File: src/common/ldpc_dec_cfg_pkg.sv
package ldpc_dec_cfg_pkg;

  // --------------------
  // datapath widths
  // --------------------

  localparam int cLLR_W      = 4;  // channel llr
  localparam int cNODE_W     = 8;  // check/variable message

  // column sum holds llr plus cCOL_DEG messages without wrap
  localparam int cNODE_SUM_W = cNODE_W + 3;

  // --------------------
  // code geometry
  // --------------------

  localparam int cCOL_DEG     = 4;                  // edges per column
  localparam int cEDGE_NUM    = 64;                 // edges held by state memory
  localparam int cEDGE_ADDR_W = $clog2(cEDGE_NUM);  // 6

  // symmetric saturation, most negative code never leaves
  localparam int cNODE_MAX   = (1 << (cNODE_W - 1)) - 1;

endpackage

File: src/common/ldpc_dec_types_pkg.sv
package ldpc_dec_types_pkg;

  import ldpc_dec_cfg_pkg::*;

  // --------------------
  // signed datapath values
  // --------------------

  typedef logic signed [cLLR_W-1:0]      llr_t;       // channel llr
  typedef logic signed [cNODE_W-1:0]     node_t;      // single edge message
  typedef logic signed [cNODE_SUM_W-1:0] node_sum_t;  // full column sum

  // --------------------
  // indexes
  // --------------------

  typedef logic [cEDGE_ADDR_W-1:0]      cycle_idx_t;  // edge address
  typedef logic [$clog2(cCOL_DEG)-1:0]  deg_idx_t;    // edge inside column

  // self-correction memory per edge
  typedef struct packed {
    logic pre_sign;  // sign of last passed message
    logic pre_zero;  // last message zeroed or first iteration
  } node_state_t;

  // state of an edge never written in this iteration
  localparam node_state_t cSTATE_INIT = '{pre_sign: 1'b0, pre_zero: 1'b1};

endpackage

File: src/ldpc_vnode/ldpc_vnode_restore.sv
`timescale 1ns/1ps

module ldpc_vnode_restore #(
  parameter bit use_sc_mode = 1'b1
) (
  input  logic                            iclk,
  input  logic                            ireset,
  input  logic                            iclkena,
  input  logic                            istate_init,
  input  logic                            ival,
  input  ldpc_dec_types_pkg::cycle_idx_t  ivnode_addr,
  input  ldpc_dec_types_pkg::node_state_t ivnode_state,
  input  ldpc_dec_types_pkg::node_t       icnode,
  input  ldpc_dec_types_pkg::node_sum_t   ivnode_sum,
  input  logic                            ivnode_hd,
  output logic                            ovnode_val,
  output ldpc_dec_types_pkg::cycle_idx_t  ovnode_addr,
  output ldpc_dec_types_pkg::node_t       ovnode,
  output logic                            ovnode_hd,
  output ldpc_dec_types_pkg::node_state_t ovnode_state
);

  import ldpc_dec_cfg_pkg::*;
  import ldpc_dec_types_pkg::*;

  logic [1:0]  val;          // valid shift, two stages

  node_sum_t   vnode;        // extrinsic, full width
  logic        vnode_hd;
  cycle_idx_t  vnode_addr;
  node_state_t vnode_state;

  logic        vnode_sign;
  logic        sc_flip;      // sign flipped against a live state

  // --------------------
  // saturation to +-cNODE_MAX
  // --------------------

  function automatic node_t saturate(input node_sum_t dat);
    node_t res;
    if (dat > cNODE_MAX) begin
      res = node_t'(cNODE_MAX);
    end else if (dat < -cNODE_MAX) begin
      res = node_t'(-cNODE_MAX);  // -128 folds to -127
    end else begin
      res = node_t'(dat);
    end
    return res;
  endfunction

  // --------------------
  // pipeline
  // --------------------

  always_ff @(posedge iclk or posedge ireset) begin
    if (ireset) begin
      val <= '0;
    end else if (iclkena) begin
      val <= {val[0], ival};
    end
  end

  assign ovnode_val = val[1];

  assign vnode_sign = vnode[cNODE_SUM_W-1];

  // first iteration never zeroes, zeroed edges pass next time
  assign sc_flip = use_sc_mode && !istate_init && !vnode_state.pre_zero &&
                   (vnode_state.pre_sign ^ vnode_sign);

  always_ff @(posedge iclk) begin
    if (iclkena) begin
      // stage 1, drop own message
      vnode       <= ivnode_sum - icnode;
      vnode_hd    <= ivnode_hd;
      vnode_addr  <= ivnode_addr;
      vnode_state <= ivnode_state;
      // stage 2, saturate and correct
      ovnode_hd   <= vnode_hd;
      ovnode_addr <= vnode_addr;
      ovnode      <= sc_flip ? '0 : saturate(vnode);
      if (istate_init || sc_flip) begin
        ovnode_state <= cSTATE_INIT;
      end else begin
        ovnode_state <= '{pre_sign: vnode_sign, pre_zero: 1'b0};
      end
    end
  end

  // output range stays symmetric
  a_no_min_code : assert property (@(posedge iclk) disable iff (ireset)
    ovnode_val |-> (ovnode >= -cNODE_MAX))
    else $error("ovnode carries the most negative code %0d", ovnode);

endmodule

File: src/ldpc_vnode/ldpc_vnode_state_ram.sv
`timescale 1ns/1ps

module ldpc_vnode_state_ram (
  input  logic                            iclk,
  input  logic                            ireset,
  input  logic                            iwrite,
  input  ldpc_dec_types_pkg::cycle_idx_t  iwaddr,
  input  ldpc_dec_types_pkg::node_state_t iwstate,
  input  ldpc_dec_types_pkg::cycle_idx_t  iraddr,
  output ldpc_dec_types_pkg::node_state_t ordstate
);

  import ldpc_dec_cfg_pkg::*;
  import ldpc_dec_types_pkg::*;

  node_state_t          mem [cEDGE_NUM];  // per edge sc state
  logic [cEDGE_NUM-1:0] valid;            // entry written since reset

  // --------------------
  // write port
  // --------------------

  always_ff @(posedge iclk) begin
    if (iwrite) begin
      mem[iwaddr] <= iwstate;
    end
  end

  always_ff @(posedge iclk or posedge ireset) begin
    if (ireset) begin
      valid <= '0;
    end else if (iwrite) begin
      valid[iwaddr] <= 1'b1;
    end
  end

  // --------------------
  // read port
  // --------------------

  // async read, same cycle write shows old data
  assign ordstate = valid[iraddr] ? mem[iraddr] : cSTATE_INIT;

  a_waddr_known : assert property (@(posedge iclk) disable iff (ireset)
    iwrite |-> !$isunknown(iwaddr))
    else $error("state write with unknown address");

endmodule

File: src/ldpc_vnode/ldpc_vnode_sum.sv
`timescale 1ns/1ps

module ldpc_vnode_sum (
  input  logic                           iclk,
  input  logic                           ireset,
  input  logic                           iclkena,
  input  logic                           ival,
  input  logic                           istart,
  input  ldpc_dec_types_pkg::llr_t       illr,
  input  ldpc_dec_types_pkg::node_t      icnode,
  input  ldpc_dec_types_pkg::cycle_idx_t iaddr,
  output logic                           orep_val,
  output ldpc_dec_types_pkg::cycle_idx_t orep_addr,
  output ldpc_dec_types_pkg::node_t      orep_cnode,
  output ldpc_dec_types_pkg::node_sum_t  orep_sum,
  output logic                           orep_hd
);

  import ldpc_dec_cfg_pkg::*;
  import ldpc_dec_types_pkg::*;

  // ping-pong edge buffer, one bank per column
  node_t      cnode_buf [2][cCOL_DEG];
  cycle_idx_t addr_buf  [2][cCOL_DEG];

  logic       wr_bank;   // bank being filled
  deg_idx_t   wr_cnt;    // edge inside incoming column
  node_sum_t  acc;       // running column sum
  node_sum_t  acc_nxt;
  logic       wr_last;   // last edge of column this cycle

  logic       col_done;  // finished column, one cycle pulse
  node_sum_t  col_sum;
  logic       col_hd;

  logic       rd_bank;   // bank being replayed
  deg_idx_t   rd_cnt;
  logic       rd_busy;   // replay edges 1..cCOL_DEG-1 pending
  deg_idx_t   rd_idx;

  // --------------------
  // accumulate
  // --------------------

  // llr seeds the sum on the first edge
  assign acc_nxt = (istart ? node_sum_t'(illr) : acc) + node_sum_t'(icnode);
  assign wr_last = ival && (wr_cnt == deg_idx_t'(cCOL_DEG - 1));

  always_ff @(posedge iclk or posedge ireset) begin
    if (ireset) begin
      wr_bank  <= 1'b0;
      wr_cnt   <= '0;
      col_done <= 1'b0;
    end else if (iclkena) begin
      col_done <= wr_last;
      if (ival) begin
        wr_cnt <= wr_last ? '0 : wr_cnt + 1'b1;
      end
      if (wr_last) begin
        wr_bank <= ~wr_bank;  // next column into other bank
      end
    end
  end

  always_ff @(posedge iclk) begin
    if (iclkena) begin
      if (ival) begin
        cnode_buf[wr_bank][wr_cnt] <= icnode;
        addr_buf[wr_bank][wr_cnt]  <= iaddr;
        acc                        <= acc_nxt;
      end
      if (wr_last) begin
        col_sum <= acc_nxt;
        col_hd  <= acc_nxt[cNODE_SUM_W-1];  // negative sum -> bit 1
      end
    end
  end

  // --------------------
  // replay
  // --------------------

  assign rd_idx = col_done ? '0 : rd_cnt;

  always_ff @(posedge iclk or posedge ireset) begin
    if (ireset) begin
      orep_val <= 1'b0;
      rd_bank  <= 1'b0;
      rd_cnt   <= '0;
      rd_busy  <= 1'b0;
    end else if (iclkena) begin
      orep_val <= col_done || rd_busy;
      if (wr_last) begin
        rd_bank <= wr_bank;  // old bank still read this edge
      end
      if (col_done) begin
        rd_busy <= 1'b1;
        rd_cnt  <= deg_idx_t'(1);
      end else if (rd_busy) begin
        rd_cnt <= rd_cnt + 1'b1;  // wraps back to zero
        if (rd_cnt == deg_idx_t'(cCOL_DEG - 1)) begin
          rd_busy <= 1'b0;
        end
      end
    end
  end

  always_ff @(posedge iclk) begin
    if (iclkena && (col_done || rd_busy)) begin
      orep_cnode <= cnode_buf[rd_bank][rd_idx];
      orep_addr  <= addr_buf[rd_bank][rd_idx];
      if (col_done) begin
        orep_sum <= col_sum;  // held for the whole column
        orep_hd  <= col_hd;
      end
    end
  end

  // column framing, istart only on edge 0 of a column
  a_start_aligned : assert property (@(posedge iclk) disable iff (ireset)
    (iclkena && istart) |-> (ival && (wr_cnt == '0)))
    else $error("istart seen in the middle of a column or without ival");

endmodule

File: src/rtl/ldpc_vnode_top.sv
`timescale 1ns/1ps

module ldpc_vnode_top #(
  parameter bit use_sc_mode = 1'b1
) (
  input  logic                           iclk,
  input  logic                           ireset,
  input  logic                           iclkena,
  input  logic                           istate_init,
  input  logic                           ival,
  input  logic                           istart,
  input  ldpc_dec_types_pkg::llr_t       illr,
  input  ldpc_dec_types_pkg::node_t      icnode,
  input  ldpc_dec_types_pkg::cycle_idx_t iaddr,
  output logic                           ovnode_val,
  output ldpc_dec_types_pkg::cycle_idx_t ovnode_addr,
  output ldpc_dec_types_pkg::node_t      ovnode,
  output logic                           ovnode_hd
);

  import ldpc_dec_types_pkg::*;

  // replay stream, sum -> restore
  logic        rep_val;
  cycle_idx_t  rep_addr;
  node_t       rep_cnode;
  node_sum_t   rep_sum;
  logic        rep_hd;

  // self-correction loop
  node_state_t rd_state;
  node_state_t wr_state;
  logic        state_write;

  // stalled cycle must not rewrite state
  assign state_write = ovnode_val & iclkena;

  // --------------------
  // column sum and replay
  // --------------------

  ldpc_vnode_sum u_sum (
    .iclk       (iclk),
    .ireset     (ireset),
    .iclkena    (iclkena),
    .ival       (ival),
    .istart     (istart),
    .illr       (illr),
    .icnode     (icnode),
    .iaddr      (iaddr),
    .orep_val   (rep_val),
    .orep_addr  (rep_addr),
    .orep_cnode (rep_cnode),
    .orep_sum   (rep_sum),
    .orep_hd    (rep_hd)
  );

  ldpc_vnode_state_ram u_state_ram (
    .iclk     (iclk),
    .ireset   (ireset),
    .iwrite   (state_write),
    .iwaddr   (ovnode_addr),
    .iwstate  (wr_state),
    .iraddr   (rep_addr),   // read lines up with replay
    .ordstate (rd_state)
  );

  // --------------------
  // extrinsic restore
  // --------------------

  ldpc_vnode_restore #(
    .use_sc_mode (use_sc_mode)
  ) u_restore (
    .iclk         (iclk),
    .ireset       (ireset),
    .iclkena      (iclkena),
    .istate_init  (istate_init),
    .ival         (rep_val),
    .ivnode_addr  (rep_addr),
    .ivnode_state (rd_state),
    .icnode       (rep_cnode),
    .ivnode_sum   (rep_sum),
    .ivnode_hd    (rep_hd),
    .ovnode_val   (ovnode_val),
    .ovnode_addr  (ovnode_addr),
    .ovnode       (ovnode),
    .ovnode_hd    (ovnode_hd),
    .ovnode_state (wr_state)
  );

endmodule

File: config.mk
export PLATFORM = sky130hd
export DESIGN_NAME = ldpc_vnode_top
export DESIGN_NICKNAME = d
export VERILOG_FILES = /design/src/common/ldpc_dec_cfg_pkg.sv /design/src/common/ldpc_dec_types_pkg.sv /design/src/ldpc_vnode/ldpc_vnode_restore.sv /design/src/ldpc_vnode/ldpc_vnode_state_ram.sv /design/src/ldpc_vnode/ldpc_vnode_sum.sv /design/src/rtl/ldpc_vnode_top.sv
export SDC_FILE = /design/constraint.sdc
export NUM_CORES = 1
export LEC_CHECK = 0
export BUFFER_PORTS_ARGS = -buffer_cell sky130_fd_sc_hd__buf_2
export CORE_UTILIZATION = 65
export DETAILED_ROUTE_END_ITERATION = 10
export GPL_TIMING_DRIVEN = 0
export PLACE_DENSITY = 0.91
export SLEW_MARGIN = 20
export SYNTH_ARGS = -nofsm -noshare
export SYNTH_HDL_FRONTEND = slang
export SYNTH_SLANG_ARGS = --single-unit
File: constraint.sdc
create_clock -name iclk -period 4.9 [get_ports iclk]
set_clock_uncertainty 0.05 [all_clocks]
set_input_delay 0.245 -clock iclk [delete_from_list [all_inputs] [get_ports iclk]]
set_output_delay 0.245 -clock iclk [all_outputs]
set_load 0.01 [all_outputs]
; After elaboration in Yosys (flattened, before gate mapping)
; Memory sizes are Yosys's and may differ from the RTL's. A register that Yosys moved wholly into a read port is not among the register bits.
; Index checks and enable logic that the tools add are counted.
[totals]
output_inout_bits = 16
latchBits = 0
memories = 3
mem_bits_ro = 0
wordCells = 96
in_bits = 24
ram_bits = 240
ff_bits = 159
[mem_list]
columns = memory, depth, word_bits, rd, rd_clocked_by_memory_dff, write_ports, line_no
row1 = u_state_ram.mem, 64, 2, 1, 1, 1, ldpc_vnode_state_ram.sv:16  ; node_state_t mem [cEDGE_NUM];
row2 = u_sum.cnode_buf, 2, 32, 1, 0, 1, ldpc_vnode_sum.sv:23  ; node_t cnode_buf [2][cCOL_DEG];
row3 = u_sum.addr_buf, 2, 24, 1, 0, 1, ldpc_vnode_sum.sv:24  ; cycle_idx_t addr_buf [2][cCOL_DEG];
[classes]
magnitude_cmp = 8
n_bitwise = 6
eq_ne = 2
n_mux = 31
div = 0
add_sub_neg = 4
n_shift = 0
n_mul = 0
n_reduce_logical = 17
[op_table]
columns = op, count
row1 = $or A64 B64 Y64, 1
row2 = $mux W32, 1
row3 = $mux W8, 4
row4 = $mux W24, 1
row5 = $mux W6, 3
row6 = $bmux W8 S2, 1
row7 = $demux W8 S2, 1
row8 = $lt A6 B7 Y1 const B, 2
row9 = $bmux W6 S2, 1
row10 = $demux W6 S2, 1
row11 = $add A11 B8 Y11, 1
row12 = $gt A11 B8 Y1 const B, 1
row13 = $lt A11 B8 Y1 const B, 1
row14 = $mux W11, 1
row15 = $sub A11 B8 Y11, 1
row16 = $mux W1, 10
row17 = $mux W2, 4
row18 = $reduce_and A2 Y1, 4
row19 = $mux W7, 1
row20 = $bmux W1 S6, 1
row21 = $demux W1 S6, 1
row22 = $ge A3 B3 Y1 const B, 2
row23 = $ge A6 B1 Y1 const B, 1
row24 = $logic_and A1 B1 Y1, 6
row25 = 11 further kinds, 17

; Longest topological paths before layout
; Gate-level depths: netlist of run 1.
[depth]
ltp_word = 6
mapped_depth = 11
ltp_nobuf = 10

; Cells and area by module
; Synthesis of run 1 repeated with hierarchy kept, for this count alone.
[unflattened]
hier_cells = 958
hier_area_um2 = 16554.6
[by_module_without_submodules]
columns = module, seq_area_each_um2, cells_per_inst, area_per_inst_um2, n_inst
row1 = ldpc_vnode_state_ram, 5445.2, 483, 7986.4, 1
row2 = ldpc_vnode_sum, 4999.8, 346, 6756.5, 1
row3 = ldpc_vnode_restore, 1161.1, 128, 1805.5, 1
row4 = ldpc_vnode_top, 0.0, 1, 6.3, 1

; Least setup slack after synthesis of run 1
; Ideal clock, no wire load.
[synth_path]
path_type = in2reg
startpoint = input port istart
endpoint = register u_sum.acc[8], data pin
arrival_ns = 2.167
required_time_ns = 4.581
n_path_buf = 1
stages = 11
setup_ns = 0.269
slack_ns = 2.414
path_cell_list = clkbuf_1 > mux2_2 > ha_1 > inv_1 > fa_1 > inv_1 > a21o_1 > a21oi_1 > a2bb2oi_1 > a21oi_1 > xor2_1
[synth_via]
elab_chain_cells = 2
[synth_rtl]
columns = item, line_no
row1 = start: declaration, ldpc_vnode_top.sv:11  ; input logic istart,
row2 = $mux W11, ldpc_vnode_sum.sv:46  ; assign acc_nxt = (istart ? node_sum_t'(illr) : acc) + node_sum_t'(icnode);
row3 = $add A11 B8 Y11, ldpc_vnode_sum.sv:46
row4 = net u_sum.acc_nxt[8], ldpc_vnode_sum.sv:29  ; node_sum_t acc_nxt;
row5 = end signal: assignment, ldpc_vnode_sum.sv:70  ; acc <= acc_nxt;
row6 = end: declaration, ldpc_vnode_sum.sv:28  ; node_sum_t acc;
; The timed path passes the listed nets, and every way through them passes these cells.
; A chain may end at the register's enable or synchronous reset.

; Final worst setup path of run 1
[layout_path]
startpoint = input port iclkena
endpoint = memory u_sum.addr_buf[0][0] (netlist bit), enable pin
[layout_via]
elab_chain_cells = 2
[layout_rtl]
columns = item, line_no
row1 = start: declaration, ldpc_vnode_top.sv:8  ; input logic iclkena,
row2 = $mux W1, ldpc_vnode_sum.sv:66  ; if (iclkena) begin
row3 = $mux W24 (not written as such), ldpc_vnode_sum.sv:69  ; addr_buf[wr_bank][wr_cnt] <= iaddr;
row4 = end: declaration, ldpc_vnode_sum.sv:24
; No other way between the ends.

==> impl_metrics.toml, run 1 <==
[global_route]
grt_pass1_wl_mm = 55.8
gr-total-overflow = 0
first_global_vias = 9582
antenna_found_initial = 0
grt_start_max_net_pins = 48
gr-usage-all-layers = 0.300

[setup_path]
cp_common_cell = "nand2_1"
endpoint_kind = "flop"
slowest_delay_ps = 660
rr_worst_depth = 7
cp.required_ps = 5070
path_cells = "buf_2 -> clkbuf_1 -> nand2_1 -> inv_1 -> nand2_1 -> nor2_2 -> buf_8"
cpMaxStageDelayCell = "buf_2"
critPathKind = "input port to flop"
cp-start-kind = "input port"
cp_max_fo = 40
r2r-end = "u_restore.vnode_state[0]"
r2r_slack_ps = 1920
crit_arrival_ps = 3290
r2r_start = "u_sum.orep_addr[2]"

[sta]
rsz0062_at_grt = "false"
slew_headroom = 0.360
period_share = 0.636
slew_violations = 0
fmaxAchievable_mhz = 321
fin_crit_ps = 3110
finalSetupViolCount = 0
worst_pin_slew_ps = 961
finalHoldViolCount = 0
fin_tns_setup_ps = 0
timing.hold.ws_ps = 0.459

[placement]
place_congestion = 0.845
port_buffers = 39
dp_hpwl_mm = 22.7
placed_area_mm2 = 0.0170

[logic_synthesis]
synth_seq_cells = 399
synth_most_common_cell = "edfxtp_1"
yosysWarnings = 0
ys_top_cells_by_count = "edfxtp_1 (324), nor2_1 (84), mux4_2 (76)"
async_reset_ff_frac = 0.188
synthTopCellsByArea = "edfxtp_1 (60%), dfrtp_1 (12%), mux4_2 (11%)"
synth.distinct_cells = 51
syn_area_mm2 = 0.0162
synth.largest_area_cell = "edfxtp_1"
synth-edff-count = 324
synth_fp_nets = 985
synth.yosys.seq_area_share = 0.717
synth.avg_cell_area_um2 = 17.3
synthCells = 934
synth_flop_cell = "edfxtp_1"
synth_top_area_frac = 0.601

[run_status]
status = "finished, final reports clean"

[detailed_routing]
vias = 9047
wire_per_inst_um = 26.4
wl_mm = 36.6
drc = 0
antenna_left = 0
viasPerCell = 6.51
firstDrtPassIters = 5
first_iter_violations = 926

[min_path]
holdPathEnd = "u_sum.cnode_buf[1][16]"
min-delay-start = "icnode[0]"
min_path_cells = 1
hold_path_class = "input port to flop"

[cts]
cts_tree = "yes"
cts_max_level = 2
cts_sinks = 399
ctsRootBufferMaster = "clkbuf_16"
insertion_delay_ps = 530
cts_inserted_buffers = 39
clock_path_buffers = 3
clkSlewWorstSetupHoldPaths_ps = 70

[floorplanning]
fp.dieW_um = 160
row_count = 57
dieArea_mm2 = 0.0255
io_pins = 40
start_util = 0.663
dieHeight_um = 160
core_area_mm2 = 0.0244

[cells_and_area]
diodes = 0
drive_gt1_frac = 0.222
n_fill_cell = 1323
final_area_mm2 = 0.0183
post-route-util = 0.751
nets = 1088
area_delta_synth_final_pct = 13.3

[power]
total_power_mw = 9.19
peakVddDrop_v = 0.000390
power_leakage_nw = 6.75
power_density_mw_per_mm2 = 502

[run]
maxCapViolations = 0
[metal layers]
layer  vias to the layer above  part of all wire  global-route usage
li1                       3790                 -                   -
met1                      4530              0.35               0.360
met2                       579              0.53               0.523
met3                       148             0.076              0.0475
met4                         0             0.050               0.164
met5                         -                 0                   0
[flip-flops by register name, summed over array words and instances, names as in the netlist, 6 cells and up]
signal and cells:
u_restore.vnode 11, u_sum.orep_addr 6, u_restore.vnode_addr 6, u_sum.cnode_buf 64, u_sum.col_sum 10, u_sum.addr_buf 48
u_restore.ovnode_addr 6, u_state_ram.mem 128, u_state_ram.valid 64, u_sum.orep_sum 10, u_sum.orep_cnode 8, u_sum.acc 11
u_restore.ovnode 8
[logic make-up after synthesis]
kind of cell,share of synthesized area
xor gates and xnor gates,0.0103
DFF,0.717
buffers and inverters,0.0176
AOI/OAI and AO/OA,0.0363
muxes,0.123
and+or+nand+nor,0.0739
adders and majority gates,0.0218
[placed cells by master (no fill, tap or decap), types with 6 or more instances in the layout]
master         count
edfxtp_1         324
mux2i_1            7
nor2b_1            8
clkinv_1           8
clkbuf_1          19
clkbuf_16         39
dlygate4sd3_1     13
inv_1             34
nor2_1            82
ha_1              25
a21o_1             7
xnor2_1           15
or3_1              7
nor3_1            15
o21ai_0           13
or2_1             50
mux2_2            18
mux4_2            76
a22oi_1           20
buf_6              6
nand3_1            9
nand2_1           24
o21a_1             8
clkinv_2           6
and3_1             7
buf_2             47
dfrtp_1           75
a21oi_1           14
or2_2             17
[worst max-delay path: cells and delay by family]
kind | cells | cell delay, ps
AND/OR/NAND/NOR | 3 | 1060
buffers and inverters | 4 | 1950
[worst max-delay path by stage]
stage,depth (start not counted),from,slack (ps),to
after global routing,7,iclkena,1610,u_sum.addr_buf[0][0]
after floorplan,11,istart,2410,u_sum.acc[8]
after CTS,7,iclkena,1870,u_sum.addr_buf[0][0]
final,7,iclkena,1790,u_sum.addr_buf[0][0]
after detailed placement,7,iclkena,1450,u_sum.addr_buf[0][4]
after global placement,4,iclkena,730,u_sum.addr_buf[0][9]
[metrics by stage]
stage | setup WS [ps] | std cells
5_1_grt | 1610 | 1389
2_1_floorplan | 2410 | 934
4_1_cts | 1870 | 1389
3_3_place_gp | 732 | 1297
6_report | 1790 | 1389
3_5_place_dp | 1450 | 1307
[power breakdown]
part / internal (mW) / total (mW) / switching (mW)
clock: 1.67 / 2.91 / 1.24
sequential: 4.12 / 4.34 / 0.219
combinational: 0.881 / 1.94 / 1.06
[final cells by class]
cell class              instances  area (um^2)  area share
multi-input cells             469         4310       0.235
well taps                     324          405      0.0221
inverters                      36          138     0.00751
clock inverters                21          185      0.0101
flip-flops and latches        399        11600       0.633
plain buffers                  30          150     0.00819
clock buffers                  48         1040      0.0567
repair buffers                 62          494      0.0270
[repair_timing]
item | in CTS | in global routing
hold endpoints to repair | 111 | 0
setup buffers | 0 | 0
gates resized for setup | 0 | 0
hold buffers | 13 | 0
Note: power is estimated with default switching activity, not from simulation.
==> inputs of run 2 (changes only) <==
--- a/config.mk
+++ b/config.mk
@@ -5,11 +5,12 @@
 export SDC_FILE = /design/constraint.sdc
 export NUM_CORES = 1
 export LEC_CHECK = 0
+export ABC_AREA = 1
 export BUFFER_PORTS_ARGS = -buffer_cell sky130_fd_sc_hd__buf_2
-export CORE_UTILIZATION = 65
+export CORE_UTILIZATION = 56
 export DETAILED_ROUTE_END_ITERATION = 10
 export GPL_TIMING_DRIVEN = 0
-export PLACE_DENSITY = 0.91
+export PLACE_DENSITY = 0.84
 export SLEW_MARGIN = 20
 export SYNTH_ARGS = -nofsm -noshare
 export SYNTH_HDL_FRONTEND = slang
==> constraint.sdc (replaced) <==
create_clock -name iclk -period 2.77 [get_ports iclk]
set_clock_uncertainty 0.05 [all_clocks]
set_input_delay 0.1385 -clock iclk [delete_from_list [all_inputs] [get_ports iclk]]
set_output_delay 0.1385 -clock iclk [all_outputs]
set_load 0.01 [all_outputs]
==> run 2 against run 1 <==
  * Combinational power increased to 2.7 times the previous value
  * Highest routed layer unchanged
  * Worst hold slack improved by 93 ps
  * Worst setup slack got worse by 1600 ps
  * Sequential power up 81%
  * Clock power increased by 71%
  * Wire length is 13% higher
  * Critical path depth is 1 lower
  * First-iteration DRC count increased by 67%
  * Final cell count rose by 44%
  * Synthesized area rose by 3.6%
  * Non-clock buffer count rose by 34
==> impl_metrics.toml, run 2 <==
[global_route]
grt_util_met2 = 0.452
use_met1 = 0.348
antenna_found_initial = 0
gr-usage-all-layers = 0.273
grt_start_max_net_pins = 45
grt-busiest-layer = "met2"
first_global_vias = 11900
grt_pass1_wl_mm = 63.5
gr-total-overflow = 0
grtUsageMet3 = 0.0546

[logic_synthesis]
synthCells = 1478
synth-edff-count = 324
syn_area_mm2 = 0.0168
synth_fp_nets = 1529
ys_top_cells_by_count = "edfxtp_1 (324), nand2_1 (309), nor2_1 (185)"
synth_most_common_cell = "edfxtp_1"
synth_top_area_frac = 0.581
synth.yosys.seq_area_share = 0.693
synth.largest_area_cell = "edfxtp_1"
yosysWarnings = 0
synth.distinct_cells = 33
synthTopCellsByArea = "edfxtp_1 (58%), dfrtp_1 (11%), nand2_1 (6.9%)"
synth_seq_cells = 399
synth.avg_cell_area_um2 = 11.3
async_reset_ff_frac = 0.188
synth_flop_cell = "edfxtp_1"

[sta]
fin_crit_ps = 2570
worst_pin_slew_ps = 855
slew_violations = 0
finalSetupViolCount = 0
period_share = 0.926
slew_headroom = 0.430
timing.final.ws_setup_ps = 204
rsz0062_at_grt = "false"
fmaxAchievable_mhz = 390
fin_tns_setup_ps = 0
finalHoldViolCount = 0

[detailed_routing]
vias = 12000
drc = 0
wl_mm = 41.3
viasPerCell = 5.98
first_iter_violations = 1542
firstDrtPassIters = 6
antenna_left = 0
wire_per_inst_um = 20.6

[placement]
post-place-ws_ps = -1090
placed_area_mm2 = 0.0176
dp_hpwl_mm = 26.6
place_congestion = 0.964
port_buffers = 39

[floorplanning]
fp.dieW_um = 175
dieArea_mm2 = 0.0306
io_pins = 40
row_count = 62
start_util = 0.576
core_area_mm2 = 0.0291
dieHeight_um = 175

[setup_path]
endpoint_kind = "flop"
critPathKind = "input port to flop"
cp-start-kind = "input port"
path_cells = "buf_2 -> buf_2 -> nand2_1 -> nor2_4 -> inv_1 -> nor2_4"
r2r-end = "u_sum.col_sum[8]"
critPathTopFamily = "simple AND/OR/NAND/NOR gates"
rr_worst_depth = 10
cp_max_fo = 38
cp.required_ps = 2870
r2r_start = "u_sum.acc[0]"
cp_num_buf_inv = 3
r2r_slack_ps = 330
slowest_delay_ps = 640
cpMaxStageDelayCell = "buf_2"
crit_arrival_ps = 2670

[cts]
ctsRootBufferMaster = "clkbuf_16"
insertion_delay_ps = 540
cts_inserted_buffers = 40
postCtsSetupBuffers = 0
cts_max_level = 2
clock_path_buffers = 3
cts_sinks = 399
clkSlewWorstSetupHoldPaths_ps = 60
cts_tree = "yes"

[power]
power_density_mw_per_mm2 = 954
power_leakage_nw = 7.58
peakVddDrop_v = 0.000630
total_power_mw = 18.1

[cells_and_area]
area_delta_synth_final_pct = 13.4
regMostFlops = "u_state_ram.mem"
largest_reg_flops = 128
largestRegisters = "u_state_ram.mem (128), u_state_ram.valid (64), u_sum.cnode_buf (64)"
nets = 1638
drive_gt1_frac = 0.134
final_common_cell = "edfxtp_1"
final_area_mm2 = 0.0190
diodes = 0
final_cell_mix = "edfxtp_1 (324), nand2_1 (309), nor2_1 (182), nand3_1 (179), o21ai_0 (81)"

[min_path]
min-delay-start = "illr[0]"
min_path_cells = 3
hold_path_class = "input port to flop"
holdPathEnd = "u_sum.acc[0]"

[run_status]
status = "finished, final reports clean"

[run]
maxCapViolations = 0
run 2: cell count changes after synthesis, sizes merged, moves of 13 or more:
cell,previous run,this run
inv,36,79
nand2,24,309
o21ai,16,83
a31oi,0,16
a22oi,20,0
mux4,76,0
mux2,18,2
o22ai,1,14
nand3,9,179
nor2,84,185
buf,16,41
run 2: cells by family after synthesis:
| logic type | Yosys count | share of synthesized area |
|---|---|---|
| buffers and inverters | 139 | 0.0370 |
| AO/OA/AOI/OAI | 143 | 0.0461 |
| adder cells (fa/ha/maj) | 27 | 0.0211 |
| multiplexers | 2 | 0.00134 |
| AND/OR/NAND/NOR | 749 | 0.192 |
| XOR/XNOR | 19 | 0.00993 |
| flip-flops | 399 | 0.693 |
run 2: power breakdown:
| group | internal [mW] | switching (mW) |
|---|---|---|
| clock | 2.78 | 2.21 |
| sequential | 7.43 | 0.404 |
| combinational | 1.66 | 3.65 |
| total | 11.9 | 6.26 |
run 2: per-layer routing:
metal,vias up,part of all wire
li1,5330,-
met1,5715,0.36
met2,773,0.48
met3,150,0.11
met4,0,0.044
met5,-,0
run 2: worst max path at each step:
stage / slack [ps] / cells after the start / startpoint / to
final: 200 / 6 / iclkena / u_sum.addr_buf[0][1]
after global routing: 5 / 6 / iclkena / u_sum.addr_buf[0][1]
after CTS: 240 / 6 / iclkena / u_sum.addr_buf[0][1]
after detailed placement: -1090 / 6 / iclkena / u_sum.addr_buf[0][1]
after global placement: -1160 / 6 / iclkena / u_sum.addr_buf[0][1]
after floorplan: 340 / 5 / u_sum.wr_cnt[0] / u_sum.addr_buf[0][0]
run 2: layout make-up:
type	instances	area, um^2
clock buffers	49	1040
well taps	384	480
plain buffers	59	318
inverters	80	305
multi-input cells	940	4580
flip-flops and latches	399	11600
fillers	2004	10100
repair buffers	67	518
clock inverters	23	148
run 2: repair_timing:
action | CTS | global route
endpoints found under the setup margin | 29 | 0
hold buffers | 16 | 0
endpoints found under the hold margin | 180 | 0
gates resized for setup | 4 | 0
run 2: metrics by stage:
stage,util,std cells,hold WS [ps]
after floorplan,-,1478,187
after detailed placement,0.606,1913,144
after global placement,0.599,1901,351
final,0.653,2001,93.5
after global routing,0.653,2001,66.5
after CTS,0.653,2001,46.2
run 2: worst register-to-register path, stage by stage (launching register included):
cell and delay [ps]:
edfxtp_1 340, mux2_2 160, ha_1 190, inv_1 80, fa_1 410, inv_1 100, a31oi_1 110, o21ai_0 290
nand3_1 110, nand2_1 90, xor2_1 300
==> inputs of run 3 (changes only) <==
--- a/config.mk
+++ b/config.mk
@@ -7,10 +7,11 @@
 export LEC_CHECK = 0
 export ABC_AREA = 1
 export BUFFER_PORTS_ARGS = -buffer_cell sky130_fd_sc_hd__buf_2
-export CORE_UTILIZATION = 56
+export CORE_UTILIZATION = 58
+export CTS_BUF_LIST = sky130_fd_sc_hd__clkbuf_4 sky130_fd_sc_hd__clkbuf_8
 export DETAILED_ROUTE_END_ITERATION = 10
 export GPL_TIMING_DRIVEN = 0
-export PLACE_DENSITY = 0.84
+export PLACE_DENSITY = 0.87
 export SLEW_MARGIN = 20
 export SYNTH_ARGS = -nofsm -noshare
 export SYNTH_HDL_FRONTEND = slang
==> run 3 against run 2 <==
  * Via count rose by 2.4%
  * Sequential share of layout area down 0.25 points
  * Count of clock-buffer cells in the layout is 40 higher
  * Critical path type unchanged
  * Largest cell class unchanged
==> impl_metrics.toml, run 3 (same netlist as run 2, synthesis figures left out) <==
[run_status]
status = "finished, final reports clean"

[cells_and_area]
fin_cells = 2037
nets = 1659
final_cell_mix = "edfxtp_1 (324), nand2_1 (309), nor2_1 (182), nand3_1 (179), o21ai_0 (81)"
area_delta_synth_final_pct = 13.9
final_area_mm2 = 0.0191
drive_gt1_frac = 0.163
post-route-util = 0.679
largest_reg_flops = 128
largestRegisters = "u_state_ram.mem (128), u_state_ram.valid (64), u_sum.cnode_buf (64)"
final_common_cell = "edfxtp_1"
diodes = 0
regMostFlops = "u_state_ram.mem"

[cts]
cts_sinks = 399
ctsRootBufferMaster = "clkbuf_8"
clock_path_buffers = 3
cts_max_level = 2
clkSlewWorstSetupHoldPaths_ps = 60
cts_tree = "yes"
postCtsSetupBuffers = 0
cts_inserted_buffers = 60
insertion_delay_ps = 640

[setup_path]
cp_max_fo = 38
crit_arrival_ps = 2680
endpoint_kind = "flop"
cp-start-kind = "input port"
critPathKind = "input port to flop"
cp.required_ps = 2950

[power]
switching_power_mw = 6.48
p_clk_frac = 0.277
power.internal_mw = 11.8
power_frac_comb = 0.294
peakVddDrop_v = 0.000587
power_density_mw_per_mm2 = 958
switching_share = 0.355
seqPwrFrac = 0.429
power_leakage_nw = 7.68
total_power_mw = 18.3

[global_route]
gr-total-overflow = 0
first_global_vias = 12200
grtUsageMet3 = 0.0515
use_met1 = 0.367
gr-usage-all-layers = 0.296
grt_util_met2 = 0.500
grt_pass1_wl_mm = 65.3
grt_start_max_net_pins = 43
antenna_found_initial = 0
grt-busiest-layer = "met2"

[placement]
placed_area_mm2 = 0.0176
port_buffers = 39
post-place-ws_ps = -1030
place_congestion = 0.976
dp_hpwl_mm = 27.2
dp_cells = 1907

[detailed_routing]
antenna_left = 0
wl_mm = 43.2
drc = 0
first_iter_violations = 1838
firstDrtPassIters = 6
wire_per_inst_um = 21.2
vias = 12300
viasPerCell = 6.02

[floorplanning]
row_count = 61
dieArea_mm2 = 0.0296
core_area_mm2 = 0.0281
start_util = 0.597
fp.dieW_um = 172
dieHeight_um = 172
io_pins = 40

[min_path]
hold_path_class = "input port to async pin"

[sta]
timing.final.ws_setup_ps = 275
period_share = 0.901
slew_violations = 0
fmaxAchievable_mhz = 401
slew_headroom = 0.430
fin_crit_ps = 2490
fin_tns_setup_ps = 0
timing.hold.ws_ps = 10.5
worst_pin_slew_ps = 854
finalSetupViolCount = 0
rsz0062_at_grt = "false"
finalHoldViolCount = 0

[run]
maxCapViolations = 0
[run 3: routing by layer]
metal	vias up	wire length, um
met2	933	21100
met4	0	2170
met5	-	0
met3	190	4820
met1	5761	15100
li1	5372	-
[run 3: path summary, 6_finish.rpt]
kind	startpoint	end	slack (ps)	cells after the start
setup / recovery	iclkena	u_sum.addr_buf[1][2]	280	6
hold / removal	ireset	u_state_ram.valid[38]	10	3
setup reg to reg	u_sum.acc[0]	u_sum.col_sum[8]	280	10
hold reg to reg	u_restore.vnode_addr[5]	u_restore.ovnode_addr[5]	340	0
max in group asynchronous	ireset	u_state_ram.valid[52]	2010	4
min in group iclk	iclkena	u_restore.ovnode_addr[4]	120	1
[run 3: power by group through the flow]
stage,combinational [mW],sequential (mW),clock [mW]
final,5.38,7.85,5.06
after global placement,4.76,7.96,0
after global routing,5.78,7.90,5.28
after CTS,5.22,7.83,5.03
after floorplan,3.33,7.85,0
after detailed placement,5.12,7.93,0
[run 3: what timing repair did]
action | in CTS | in global routing
resized for setup | 1 | 3
hold buffers | 17 | 0
endpoints found under the setup margin | 29 | 29
endpoints found under the hold margin | 191 | 0
[run 3: critical path, stage by stage]
cell     delay [ps]
buf_2           640
buf_2           340
nand2_1         340
nor2_4          450
inv_1           260
nor2_4          490
[run 3: final cells by class]
cell class | count | area [um^2]
flip-flops and latches | 399 | 11600
fillers | 1904 | 9010
multi-input cells | 940 | 4580
clock buffers | 89 | 1080
repair buffers | 68 | 533
well taps | 378 | 473
plain buffers | 59 | 318
inverters | 80 | 305
clock inverters | 24 | 181
